**config.mk**
```make
export PLATFORM = sky130hd
export DESIGN_NAME = range_enc_top
export DESIGN_NICKNAME = d
export VERILOG_FILES = /design/src/rtl/range_enc_pkg.sv /design/src/rtl/lzc_16.sv /design/src/rtl/range_enc_stage_1.sv /design/src/rtl/range_enc_stage_2.sv /design/src/rtl/range_enc_stage_3.sv /design/src/rtl/range_enc_top.sv
export SDC_FILE = /design/constraint.sdc
export NUM_CORES = 1
export LEC_CHECK = 0
export ABC_AREA = 1
export BUFFER_PORTS_ARGS = -buffer_cell sky130_fd_sc_hd__buf_2
export CORE_ASPECT_RATIO = 1.5
export CORE_MARGIN = 4
export CORE_UTILIZATION = 31
export CTS_CLUSTER_DIAMETER = 150
export CTS_CLUSTER_SIZE = 28
export DETAILED_ROUTE_END_ITERATION = 8
export PLACE_DENSITY = 0.57
export SYNTH_ARGS = -nofsm -noshare
export SYNTH_HDL_FRONTEND = slang
export SYNTH_SLANG_ARGS = --single-unit
export TNS_END_PERCENT = 100
```
**constraint.sdc**
```tcl
create_clock -name clk -period 19 [get_ports clk]
set_clock_uncertainty 0.1 [all_clocks]
set_input_delay 3.8 -clock clk [delete_from_list [all_inputs] [get_ports clk]]
set_output_delay 3.8 -clock clk [all_outputs]
set_load 0.01 [all_outputs]
```
**src/rtl/range_enc_pkg.sv**
```systemverilog
//**************************************************************************
// sizes are fixed by the 16-bit LZC; low has no carry handling and wraps
//**************************************************************************
package range_enc_pkg;

  // datapath widths
  localparam int RANGE_WIDTH  = 16;
  localparam int D_SIZE       = 5;
  localparam int SYMBOL_WIDTH = 4;
  localparam int NSYMS_WIDTH  = 5;
  localparam int LOW_WIDTH    = 32;
  localparam int BITS_WIDTH   = 32;

  // reset range and Q15 probability one
  localparam logic [RANGE_WIDTH-1:0] RANGE_INIT = 16'd32768;
  localparam logic [RANGE_WIDTH-1:0] CDF_ONE    = 16'd32768;

  // scaling of the range update
  // rr = range >> 8, cdf operands drop 6 bits, product drops 1 more
  localparam int RR_SHIFT   = 8;
  localparam int PROB_SHIFT = 6;
  localparam int MUL_SHIFT  = 1;
  // bool prob is fixed at one half, (rr * 256) >> 1 == rr << 7
  localparam int BOOL_SHIFT = 7;
  // minimum probability per remaining symbol
  localparam logic [RANGE_WIDTH-1:0] MIN_PROB = 16'd4;

  // symbol request as captured by the front end
  typedef struct packed {
    logic [RANGE_WIDTH-1:0]  fl;
    logic [RANGE_WIDTH-1:0]  fh;
    logic [SYMBOL_WIDTH-1:0] symbol;
    logic [NSYMS_WIDTH-1:0]  nsyms;
    logic                    bool_flag;
  } enc_req_t;

  // scaled operands from stage 1
  typedef struct packed {
    logic [RANGE_WIDTH-1:0]  uu;
    logic [RANGE_WIDTH-1:0]  vv;
    logic [RANGE_WIDTH-1:0]  lut_u;
    logic [RANGE_WIDTH-1:0]  lut_v;
    // fl below CDF_ONE
    logic                    comp;
    logic [SYMBOL_WIDTH-1:0] symbol;
    logic                    bool_flag;
  } s1_out_t;

  // range update result from stage 2
  typedef struct packed {
    logic [RANGE_WIDTH:0]   u;
    logic [RANGE_WIDTH:0]   v_bool;
    logic [RANGE_WIDTH-1:0] initial_range;
    logic [RANGE_WIDTH-1:0] out_range;
    logic [D_SIZE-1:0]      d;
    // [1] bool flag, [0] symbol lsb
    logic [1:0]             bool_symbol;
    logic                   comp;
  } s2_out_t;

  // encoder state after each symbol
  typedef struct packed {
    logic [RANGE_WIDTH-1:0] range;
    logic [LOW_WIDTH-1:0]   low;
    logic [D_SIZE-1:0]      d;
    logic [BITS_WIDTH-1:0]  bits;
  } enc_out_t;

endpackage

```
**src/rtl/lzc_16.sv**
```systemverilog
//**************************************************************************
// out_z is only meaningful while v is high; a zero input gives v low
//**************************************************************************
`timescale 1ns/1ps

module lzc_16 (
  input  logic [15:0] in,
  output logic        v,
  output logic [3:0]  out_z
);

  // per-nibble valid and zero count
  logic [3:0] grp_v;
  logic [1:0] grp_z [4];
  logic [1:0] sel;

  // leading zeros of a 4-bit value, don't care when all zero
  function automatic logic [1:0] nlz4(input logic [3:0] x);
    nlz4[1] = ~(x[3] | x[2]);
    nlz4[0] = ~(x[3] | (~x[2] & x[1]));
  endfunction

  // first level, group 3 holds the top nibble
  always_comb begin
    for (int g = 0; g < 4; g++) begin
      grp_v[g] = |in[4*g +: 4];
      grp_z[g] = nlz4(in[4*g +: 4]);
    end
  end

  // second level, same nibble logic applied to the group valids
  assign sel = nlz4(grp_v);
  assign v   = |grp_v;

  // group index gives the upper bits, that group's count the lower
  assign out_z = {sel, grp_z[2'd3 - sel]};

endmodule

```
**src/rtl/range_enc_stage_1.sv**
```systemverilog
//**************************************************************************
// symbol must be below nsyms on cdf requests; nsyms is ignored for bool
//**************************************************************************
`timescale 1ns/1ps

module range_enc_stage_1
  import range_enc_pkg::*;
(
  input  logic     clk,
  input  logic     reset,
  input  logic     valid,
  input  enc_req_t req,
  output logic     s1_valid,
  output s1_out_t  s1
);

  // symbols still above s, i.e. N - s + 1
  logic [RANGE_WIDTH-1:0] syms_above;
  s1_out_t                s1_d;

  assign syms_above = RANGE_WIDTH'(req.nsyms) - RANGE_WIDTH'(req.symbol);

  always_comb begin
    // inverse cdf bounds down to 10 bits
    s1_d.uu = req.fl >> PROB_SHIFT;
    s1_d.vv = req.fh >> PROB_SHIFT;
    // min prob offset for the lower bound, 4 * (N - s + 1)
    s1_d.lut_u = MIN_PROB * syms_above;
    // and for the upper bound, 4 * (N - s)
    s1_d.lut_v = MIN_PROB * (syms_above - RANGE_WIDTH'(1));
    // symbol 0 carries fl == one
    s1_d.comp = req.fl < CDF_ONE;
    s1_d.symbol    = req.symbol;
    s1_d.bool_flag = req.bool_flag;
  end

  // valid pulse follows the front end by one cycle
  always_ff @(posedge clk) begin
    if (reset) begin
      s1_valid <= 1'b0;
    end else begin
      s1_valid <= valid;
    end
  end

  // operands only load with a request
  always_ff @(posedge clk) begin
    if (valid) begin
      s1 <= s1_d;
    end
  end

  // out of range symbol would wrap the lut offsets
  a_symbol_in_range: assert property (
    @(posedge clk) disable iff (reset)
    valid && !req.bool_flag |-> NSYMS_WIDTH'(req.symbol) < req.nsyms
  ) else $error("stage 1: symbol %0d not below nsyms %0d", req.symbol, req.nsyms);

endmodule

```
**src/rtl/range_enc_stage_2.sv**
```systemverilog
//**************************************************************************
// state_range must be current when s1_valid is high; one symbol in flight
//**************************************************************************
`timescale 1ns/1ps

module range_enc_stage_2
  import range_enc_pkg::*;
(
  input  logic                   clk,
  input  logic                   reset,
  input  logic                   s1_valid,
  input  s1_out_t                s1,
  input  logic [RANGE_WIDTH-1:0] state_range,
  output logic                   s2_valid,
  output s2_out_t                s2
);

  logic [RANGE_WIDTH-1:0]   rr;
  logic [2*RANGE_WIDTH-1:0] prod_u;
  logic [2*RANGE_WIDTH-1:0] prod_v;
  logic [RANGE_WIDTH:0]     u;
  logic [RANGE_WIDTH:0]     v;
  logic [RANGE_WIDTH:0]     v_bool;
  logic [RANGE_WIDTH-1:0]   range_cdf;
  logic [RANGE_WIDTH-1:0]   range_bool;
  logic [RANGE_WIDTH-1:0]   range_raw;
  logic [RANGE_WIDTH-1:0]   range_norm;
  logic [D_SIZE-2:0]        lz;
  logic                     lzc_v;
  s2_out_t                  s2_d;

  // top 8 bits of the range
  assign rr = state_range >> RR_SHIFT;

  // cdf path
  // u = ((rr * uu) >> 1) + 4 * (N - s + 1)
  // v = ((rr * vv) >> 1) + 4 * (N - s)
  assign prod_u = rr * s1.uu;
  assign prod_v = rr * s1.vv;
  assign u = (RANGE_WIDTH+1)'(prod_u >> MUL_SHIFT) + (RANGE_WIDTH+1)'(s1.lut_u);
  assign v = (RANGE_WIDTH+1)'(prod_v >> MUL_SHIFT) + (RANGE_WIDTH+1)'(s1.lut_v);

  // without comp the lower bound is the full range
  assign range_cdf = s1.comp ? u[RANGE_WIDTH-1:0] - v[RANGE_WIDTH-1:0]
                             : state_range - v[RANGE_WIDTH-1:0];

  // bool path, fixed half probability
  assign v_bool = ((RANGE_WIDTH+1)'(rr) << BOOL_SHIFT) + (RANGE_WIDTH+1)'(MIN_PROB);

  // bit 1 keeps the v part, bit 0 the remainder
  assign range_bool = s1.symbol[0] ? v_bool[RANGE_WIDTH-1:0]
                                   : state_range - v_bool[RANGE_WIDTH-1:0];

  // range before renormalization
  assign range_raw = s1.bool_flag ? range_bool : range_cdf;

  // one-round renormalization
  // shift by the leading zeros so the msb lands on top
  lzc_16 u_lzc (
    .in    (range_raw),
    .v     (lzc_v),
    .out_z (lz)
  );

  assign range_norm = range_raw << lz;

  always_comb begin
    s2_d.u             = u;
    s2_d.v_bool        = v_bool;
    s2_d.initial_range = state_range;
    s2_d.out_range     = range_norm;
    s2_d.d             = {1'b0, lz};
    s2_d.bool_symbol   = {s1.bool_flag, s1.symbol[0]};
    s2_d.comp          = s1.comp;
  end

  always_ff @(posedge clk) begin
    if (reset) begin
      s2_valid <= 1'b0;
    end else begin
      s2_valid <= s1_valid;
    end
  end

  always_ff @(posedge clk) begin
    if (s1_valid) begin
      s2 <= s2_d;
    end
  end

  // a zero range means bad cdf bounds upstream or a stale state range
  a_range_nonzero: assert property (
    @(posedge clk) disable iff (reset)
    s1_valid |-> lzc_v
  ) else $error("stage 2: raw range is zero, state range %h", state_range);

endmodule

```
**src/rtl/range_enc_stage_3.sv**
```systemverilog
//**************************************************************************
// low wraps at LOW_WIDTH bits; carries out of low are dropped, no byte output
//**************************************************************************
`timescale 1ns/1ps

module range_enc_stage_3
  import range_enc_pkg::*;
(
  input  logic                   clk,
  input  logic                   reset,
  input  logic                   s2_valid,
  input  s2_out_t                s2,
  output logic [RANGE_WIDTH-1:0] state_range,
  output logic                   out_valid,
  output enc_out_t               out_data
);

  // encoder state
  logic [RANGE_WIDTH-1:0] range_q;
  logic [LOW_WIDTH-1:0]   low_q;
  logic [BITS_WIDTH-1:0]  bits_q;
  // shift of the last symbol, result only
  logic [D_SIZE-1:0]      d_q;

  logic [RANGE_WIDTH-1:0] low_inc;
  logic [LOW_WIDTH-1:0]   low_sum;
  logic [LOW_WIDTH-1:0]   low_next;

  // low moves up by the part of the range below the coded interval
  always_comb begin
    low_inc = '0;
    if (s2.bool_symbol[1]) begin
      // bool, only a one skips the lower part
      if (s2.bool_symbol[0]) begin
        low_inc = s2.initial_range - s2.v_bool[RANGE_WIDTH-1:0];
      end
    end else if (s2.comp) begin
      // cdf symbol other than 0
      low_inc = s2.initial_range - s2.u[RANGE_WIDTH-1:0];
    end
  end

  // add then renormalize, upper bits fall off
  assign low_sum  = low_q + LOW_WIDTH'(low_inc);
  assign low_next = low_sum << s2.d;

  always_ff @(posedge clk) begin
    if (reset) begin
      range_q   <= RANGE_INIT;
      low_q     <= '0;
      bits_q    <= '0;
      out_valid <= 1'b0;
    end else begin
      out_valid <= s2_valid;
      if (s2_valid) begin
        range_q <= s2.out_range;
        low_q   <= low_next;
        // running total of renorm shifts
        bits_q  <= bits_q + BITS_WIDTH'(s2.d);
      end
    end
  end

  always_ff @(posedge clk) begin
    if (s2_valid) begin
      d_q <= s2.d;
    end
  end

  // feedback to stage 2
  assign state_range = range_q;

  // result holds between symbols since state only moves on s2_valid
  assign out_data = '{
    range: range_q,
    low:   low_q,
    d:     d_q,
    bits:  bits_q
  };

  // renormalized range keeps its msb set
  a_range_normalized: assert property (
    @(posedge clk) disable iff (reset)
    range_q[RANGE_WIDTH-1]
  ) else $error("stage 3: range %h lost its top bit", range_q);

endmodule

```
**src/rtl/range_enc_top.sv**
```systemverilog
//**************************************************************************
// four-phase req/ack input, one symbol in flight; no output back-pressure
//**************************************************************************
`timescale 1ns/1ps

module range_enc_top
  import range_enc_pkg::*;
(
  input  logic     clk,
  input  logic     reset,
  input  logic     in_req,
  input  enc_req_t in_data,
  output logic     in_ack,
  output logic     out_valid,
  output enc_out_t out_data
);

  // front end
  logic     capture;
  logic     cap_valid;
  enc_req_t req_q;

  // stage chain
  logic                   s1_valid;
  s1_out_t                s1;
  logic                   s2_valid;
  s2_out_t                s2;
  logic [RANGE_WIDTH-1:0] state_range;

  // first edge with req high and ack low
  assign capture = in_req && !in_ack;

  // ack rises on capture and drops on the first edge with req low
  always_ff @(posedge clk) begin
    if (reset) begin
      in_ack    <= 1'b0;
      cap_valid <= 1'b0;
    end else begin
      cap_valid <= capture;
      if (capture) begin
        in_ack <= 1'b1;
      end else if (!in_req && in_ack) begin
        in_ack <= 1'b0;
      end
    end
  end

  always_ff @(posedge clk) begin
    if (capture) begin
      req_q <= in_data;
    end
  end

  range_enc_stage_1 u_stage_1 (
    .clk      (clk),
    .reset    (reset),
    .valid    (cap_valid),
    .req      (req_q),
    .s1_valid (s1_valid),
    .s1       (s1)
  );

  // state_range comes back from stage 3
  range_enc_stage_2 u_stage_2 (
    .clk         (clk),
    .reset       (reset),
    .s1_valid    (s1_valid),
    .s1          (s1),
    .state_range (state_range),
    .s2_valid    (s2_valid),
    .s2          (s2)
  );

  range_enc_stage_3 u_stage_3 (
    .clk         (clk),
    .reset       (reset),
    .s2_valid    (s2_valid),
    .s2          (s2),
    .state_range (state_range),
    .out_valid   (out_valid),
    .out_data    (out_data)
  );

  // source must hold req until it has seen ack
  a_req_held: assert property (
    @(posedge clk) disable iff (reset)
    in_req && !in_ack |=> in_req
  ) else $error("top: req dropped before ack");

endmodule

```
**Word-level counts from Yosys, hierarchy flattened**

Index checks and enable logic that the tools add are counted.
W data, S select, Z words.

- Logic and storage cells: 97
- Input bits: 45
- Flip-flop bits (word level): 253
- Output and inout port bits: 87

- Multiplexer cells: 11
- Order comparisons: 2
- Reduce and logical (&&, ||, !) cells: 8
- Multiply operators: 2
- Add/sub/neg operators: 13
- Shift operators: 2
- Bitwise operators: 31

Operator list:

| kind | number |
|---|---|
| $mux W16 | 6 |
| $sub A16 B16 Y16 | 5 |
| $mul A8 B10 Y17 | 2 |
| $add A16 B16 Y16 | 2 |
| $add A32 B16 Y32 | 1 |
| $add A32 B4 Y32 | 1 |
| $shl A32 B4 Y32 | 1 |
| $add A15 B3 Y16 const B | 1 |
| $lt A16 B16 Y1 const B | 1 |
| $shl A16 B4 Y16 | 1 |
| $not A1 Y1 | 15 |
| $sub A14 B1 Y14 const B | 1 |
| $reduce_or A4 Y1 | 3 |
| $or A1 B1 Y1 | 10 |
| $sub A5 B4 Y6 | 1 |
| $and A1 B1 Y1 | 5 |
| $bmux W2 S2 | 1 |
| $mux W2 | 2 |
| $ge A3 B3 Y1 const B | 1 |
| $not A2 Y3 | 1 |
| $logic_and A1 B1 Y1 | 2 |
| $logic_not A1 Y1 | 2 |
| $mux W1 | 2 |
| $reduce_bool A2 Y1 | 1 |
| $sub A2 B2 Y2 const A | 1 |

**Depth between registers and ports, before layout**

- Depth in word-level cells: 16
- Depth in mapped cells: 51
- Mapped depth without buffers: 49

**By module**

A second synthesis with hierarchy kept.

- Cell total of the unflattened synthesis: 3442
- Area, all modules: 24374.6 um^2

By module, submodules not included:

| module | seq. area each (um^2) | times used | area each (um^2) | cells an instance |
|---|---|---|---|---|
| range_enc_stage_2 | 1701.6 | 1 | 12381.9 | 1741 |
| range_enc_stage_3 | 1771.7 | 1 | 8629.5 | 1468 |
| range_enc_stage_1 | 1191.1 | 1 | 1799.2 | 134 |
| range_enc_top | 1301.2 | 1 | 1351.3 | 53 |
| lzc_16 | 0.0 | 1 | 212.7 | 46 |

**Least setup slack after synthesis**

OpenSTA, ideal clock, no wires.

- Path type: reg-to-reg
- Start point: reg u_stage_3.range_q[15] (netlist: u_stage_3.state_range[15])
- End point: reg, netlist name u_stage_2.s2[21]
- Library setup time: 0.253 ns
- Path buffers: 2
- Required time: 18.647 ns
- Stages on the path, launching flop included: 42
- Slack: 11.107 ns
- Arrival time: 7.540 ns
- Period minus slack after synthesis: 7.893 ns
- Cells stage by stage: dfxtp_1 clkbuf_1 clkbuf_1 nand2_1 fa_1 fa_1 inv_1 fa_1 inv_1 fa_1 inv_1 ha_1 a21oi_1 o21bai_1 a21oi_1 o21bai_1 a21o_1 a21oi_1 (+6 left out) ha_1 inv_1 nor3_1 a21oi_1 nand2_1 a21oi_1 o21ai_0 nand2_1 inv_1 nand4_4 o21ai_0 nand3_2 nand2_4 nand2_1 nand3_1 nand2_1 nand3_1 nand2_1

- Longest elaborated chain between the ends: 16
- Elaborated cells between the ends (all ways): 44
- Classes of those cells: add/sub (7); mul (2); shift (1); mux (6); bitwise (25); reduce/logical (3)

Ends and longest elaborated chain:

| what | line | text |
|---|---|---|
| start, declared | range_enc_stage_3.sv:19 | `logic [RANGE_WIDTH-1:0] range_q;` |
| start signal, assigned | range_enc_stage_3.sv:56 | `range_q <= s2.out_range;` |
| $mul A8 B10 Y17, on equally long branches | range_enc_stage_2.sv:39, range_enc_stage_2.sv:38 |  |
| $add A16 B16 Y16, on equally long branches | range_enc_stage_2.sv:41, range_enc_stage_2.sv:40 |  |
| $sub A16 B16 Y16, on equally long branches | range_enc_stage_2.sv:45, range_enc_stage_2.sv:44 |  |
| $mux W16 | range_enc_stage_2.sv:44 | `assign range_cdf = s1.comp ? u[RANGE_WIDTH-1:0] - v[RANGE_WIDTH-1:0]` |
| $mux W16 * | range_enc_stage_2.sv:55 | `assign range_raw = s1.bool_flag ? range_bool : range_cdf;` |
| $reduce_or A4 Y1 | lzc_16.sv:26 | `grp_v[g] = \|in[4*g +: 4];` |
| $not A1 Y1 | lzc_16.sv:20 | `nlz4[0] = ~(x[3] \| (~x[2] & x[1]));` |
| $and A1 B1 Y1 | lzc_16.sv:20 |  |
| $or A1 B1 Y1 | lzc_16.sv:20 |  |
| $not A1 Y1 | lzc_16.sv:20 |  |
| $sub A2 B2 Y2 | lzc_16.sv:36 | `assign out_z = {sel, grp_z[2'd3 - sel]};` |
| $not A2 Y3 (not written as such) | lzc_16.sv:36 |  |
| $bmux W2 S2 | lzc_16.sv:36 |  |
| $mux W2 (not written as such) (2 in series) | lzc_16.sv:36 |  |
| $shl A16 B4 Y16 * | range_enc_stage_2.sv:65 | `assign range_norm = range_raw << lz;` |
| via u_stage_2.range_norm[13] | range_enc_stage_2.sv:27 | `logic [RANGE_WIDTH-1:0] range_norm;` |

Mark *: on every way through the listed nets, which the timed path passes. The rest lies on a longest branch. The select of a mux whose other input is x is not followed.
A chain may end at the register's enable or synchronous reset.

**Final worst setup path**

- Start point: reg u_stage_3.range_q[11] (netlist: u_stage_3.state_range[11])
- End point: reg, netlist name u_stage_2.s2[21]

- Longest elaborated chain between the ends: 16
- Elaborated cells between the ends (all ways): 50
- Classes of those cells: add/sub (7); mul (2); shift (1); mux (6); bitwise (31); reduce/logical (3)

Ends and longest elaborated chain:

| what | line |
|---|---|
| $mul A8 B10 Y17, on equally long branches | range_enc_stage_2.sv:39, range_enc_stage_2.sv:38 |
| $add A16 B16 Y16, on equally long branches | range_enc_stage_2.sv:41, range_enc_stage_2.sv:40 |
| $sub A16 B16 Y16, on equally long branches | range_enc_stage_2.sv:45, range_enc_stage_2.sv:44 |
| $mux W16 | range_enc_stage_2.sv:44 |
| $mux W16 * | range_enc_stage_2.sv:55 |
| $reduce_or A4 Y1 | lzc_16.sv:26 |
| $not A1 Y1 | lzc_16.sv:20 |
| $and A1 B1 Y1 | lzc_16.sv:20 |
| $or A1 B1 Y1 | lzc_16.sv:20 |
| $not A1 Y1 | lzc_16.sv:20 |
| $sub A2 B2 Y2 | lzc_16.sv:36 |
| $not A2 Y3 (not written as such) | lzc_16.sv:36 |
| $bmux W2 S2 | lzc_16.sv:36 |
| $mux W2 (not written as such) (2 in series) | lzc_16.sv:36 |
| $shl A16 B4 Y16 * | range_enc_stage_2.sv:65 |
| via u_stage_2.range_norm[13] | range_enc_stage_2.sv:27 |

Marked as above.

==> metrics.yaml <==
result_of_the_run: "finished, final reports clean"
fillCellCount: 7000
slew_viol_final: 0
detail_route.wl_per_cell_um: 15.6
cts.hold.buffers_added: 0
period_share_pct: 48.7
ir_drop_worst_vdd_uv: 95.8
number_of_unique_standard_cell_types_used_by_synthesis: 60
grt_first_pass_wirelength_um: 92200
grt_antenna_before_repair: 0
peak_per_stage_delay_on_the_critical_path_ns: 0.78
unrepaired_setup_endpoints_after_global_routing: "no"
layout_setup_ws_ns: 9.75
cts-buffers-inserted: 12
die_h_um: 321
critPathBufInv: 9
detailed_place_hpwl_um: 44900
leakagePower_nw: 11.1
global_route.usage.total_pct: 16.4
totalWireLength_um: 57900
syn-mean-instance-area_um2: 7.32
initial_utilization_pct: 31.4
power-per-cell-area_nw_per_um2: 86.3
synth_top_cell_by_area: "edfxtp_1"
globalRoute.totalOverflow: 0
die_w_um: 217
postSynth.asyncResetShare_pct: 0
timing.fmax_mhz: 108
syn2layout_area_growth_pct: 9.05
fin_worst_hold_slack_ns: 0.305
synth-seq-area-share_pct: 27.6
maxCapViolations: 0
antenna_cells_inserted: 0
crit_arrival_ns: 9.45
final_layout_size_suffix_gt1_share_pct: 7.58
ys.warnings.count: 0
core_area_um2: 64600
timing.setup.critical_path_class: "reg2reg"
grt_max_degree: 66
timing.final.crit_period_ns: 9.25
synth.ff_latch_count: 215
timing.critical_path.required_ns: 19.19
setup_violators_final: 0
synthesis.instances: 2770
max-slew-margin-rel_pct: 31.1
final_hold_violating_endpoints: 0
cts-root-to-sink-buffers: 3
route.antenna.remaining_nets: 0
critical_path.endpoint_type: "register"
min_path_type: "reg2reg"
design.final.nets: 3150
drt_first_iter_violations: 1056
slowest_cell_on_the_critical_path: "dfxtp_1"
port_buffer_count: 118
synth_enable_flop_cells: 130
critical_path.most_common_cell: "inv_1"
setup_tns_final_ns: 0
biggest_fanout_along_the_worst_timing_path: 20
io-pin-count: 132
cp_top_family: "adder cells"
postSynthNetCount: 3091
synth_top_area_share_pct: 19.2
clock-sinks: 215
drt-vias-per-instance: 4.78
post_synth_main_area_contributors: "edfxtp_1 19%, nand2_1 12%, ha_1 11%"
worstMarginPinSlew_ns: 1.03
worst_setup_path_start_kind: "register"
worst_setup_hold_path_clk_slew_ns: 0.14
route.vias.total: 17700
globalplace.congestion: 0.900
synthFlopType: "edfxtp_1"
cts.repair.resized: 0
drt_pass1_iterations: 6
floorplan.die_area_um2: 69700
clk_root_buffer_cell: "clkbuf_16"
post_cts_buffers: 0
clock_tree_from_tritoncts: "yes"
clk_latency_ns: 0.54
h_tree_depth: 1
post_synth_instance_area_um2: 20300
placement.setup.worst_slack_ns: 9.77
vias_in_the_first_global_route: 17600
drc_violation_count_after_routing: 0
placement_rows: 114
==> state kept, by name (all words and copies together) (netlist names) <==
register / cells
cap_valid: 1
in_ack: 1
req_q: 30
u_stage_1.s1: 41
u_stage_1.s1_valid: 1
u_stage_2.s2: 55
u_stage_2.s2_valid: 1
u_stage_3.bits_q: 32
u_stage_3.d_q: 4
u_stage_3.low_q: 32
u_stage_3.out_valid: 1
u_stage_3.state_range: 16
==> worst paths after layout <==
path                        startpoint                to  slack, ns  depth (start not counted)
min                          req_q[38]  u_stage_1.s1[60]       0.30                          0
max          u_stage_3.state_range[11]  u_stage_2.s2[21]       9.75                         45
max reg2reg  u_stage_3.state_range[11]  u_stage_2.s2[21]       9.75                         45
min reg2reg                  req_q[38]  u_stage_1.s1[60]       0.30                          0
==> cells in the mapped netlist, drive strengths merged, types with 2 or more instances <==
library cell / count
a211oi: 3
a21o: 7
a21oi: 197
a221oi: 2
a22oi: 2
a31o: 3
a31oi: 12
and2: 5
buf: 27
clkbuf: 65
dfxtp: 85
edfxtp: 130
fa: 101
ha: 175
inv: 512
mux2i: 2
nand2: 639
nand3: 222
nand3b: 5
nand4: 24
nor2: 180
nor3: 30
nor4: 9
o211ai: 28
o21a: 6
o21ai: 157
o21bai: 18
o221ai: 2
o22ai: 9
o31ai: 5
o32ai: 2
or2: 17
xnor2: 33
xor2: 48
==> per-stage QoR <==
stage	instance area [um^2]	instances	util, %	total power [mW]
after detailed placement	21700	3685	33.6	1.60
after global routing	22100	3705	34.2	2.08
after CTS	22100	3705	34.2	1.93
final	22100	3705	34.2	1.91
after global placement	21700	3685	33.6	1.60
after floorplan	20300	2770	-	1.36
==> final cells by class <==
class | instances | area [um^2] | area share [%]
Multi-Input combinational cell | 1950 | 12400 | 56.0
Tap cell | 870 | 1090 | 4.92
Clock inverter | 2 | 46.3 | 0.209
Timing Repair Buffer | 137 | 733 | 3.31
Clock buffer | 18 | 344 | 1.56
Inverter | 513 | 1930 | 8.70
Sequential cell | 215 | 5610 | 25.3
==> report_power, final <==
group | internal, mW | leakage, nW | switching, mW | total, mW
Combinational | 0.336 | 8.99 | 0.673 | 1.01
Sequential | 0.560 | 1.90 | 0.0239 | 0.584
Clock | 0.133 | 0.185 | 0.182 | 0.315
Total | 1.03 | 11.1 | 0.879 | 1.91
==> logic make-up (layout without fill, tap and decap cells) <==
| group | count (synthesis) | count (layout) | share of synthesized area (%) |
|---|---|---|---|
| and+or+nand+nor | 1133 | 1133 | 24.1 |
| buffers and inverters | 605 | 670 | 11.4 |
| AOI/OAI and AO/OA | 457 | 457 | 12.6 |
| adders and majority gates | 276 | 276 | 20.8 |
| DFF | 215 | 215 | 27.6 |
| xor gates and xnor gates | 81 | 81 | 3.50 |
| muxes | 2 | 2 | 0.0987 |
| other | 1 | 1 | 0.0185 |
==> routing by layer <==
| layer | track usage, % | part of all wire [%] |
|---|---|---|
| met5 | 0 | 0 |
| met4 | 6.48 | 4.3 |
| met1 | 18.5 | 40 |
| met3 | 1.51 | 3.3 |
| met2 | 31.4 | 52 |
==> cell usage in the layout (no fill, tap or decap), types with 9 or more instances in the layout <==
master     instances
o211ai_1          28
inv_1            506
ha_1             174
or2_2             15
a31oi_1           12
nand4_1           23
o21ai_0          145
o21ai_1           11
xor2_1            48
nor2_1           168
clkbuf_16         13
edfxtp_1         130
dfxtp_1           83
nand3_1          217
nor4_1             9
a21oi_1          195
buf_2            118
o22ai_1            9
fa_1             101
o21bai_1          18
xnor2_1           33
nand2_1          629
buf_4             19
nor3_1            27
Note: power is estimated with default switching activity, not from simulation.
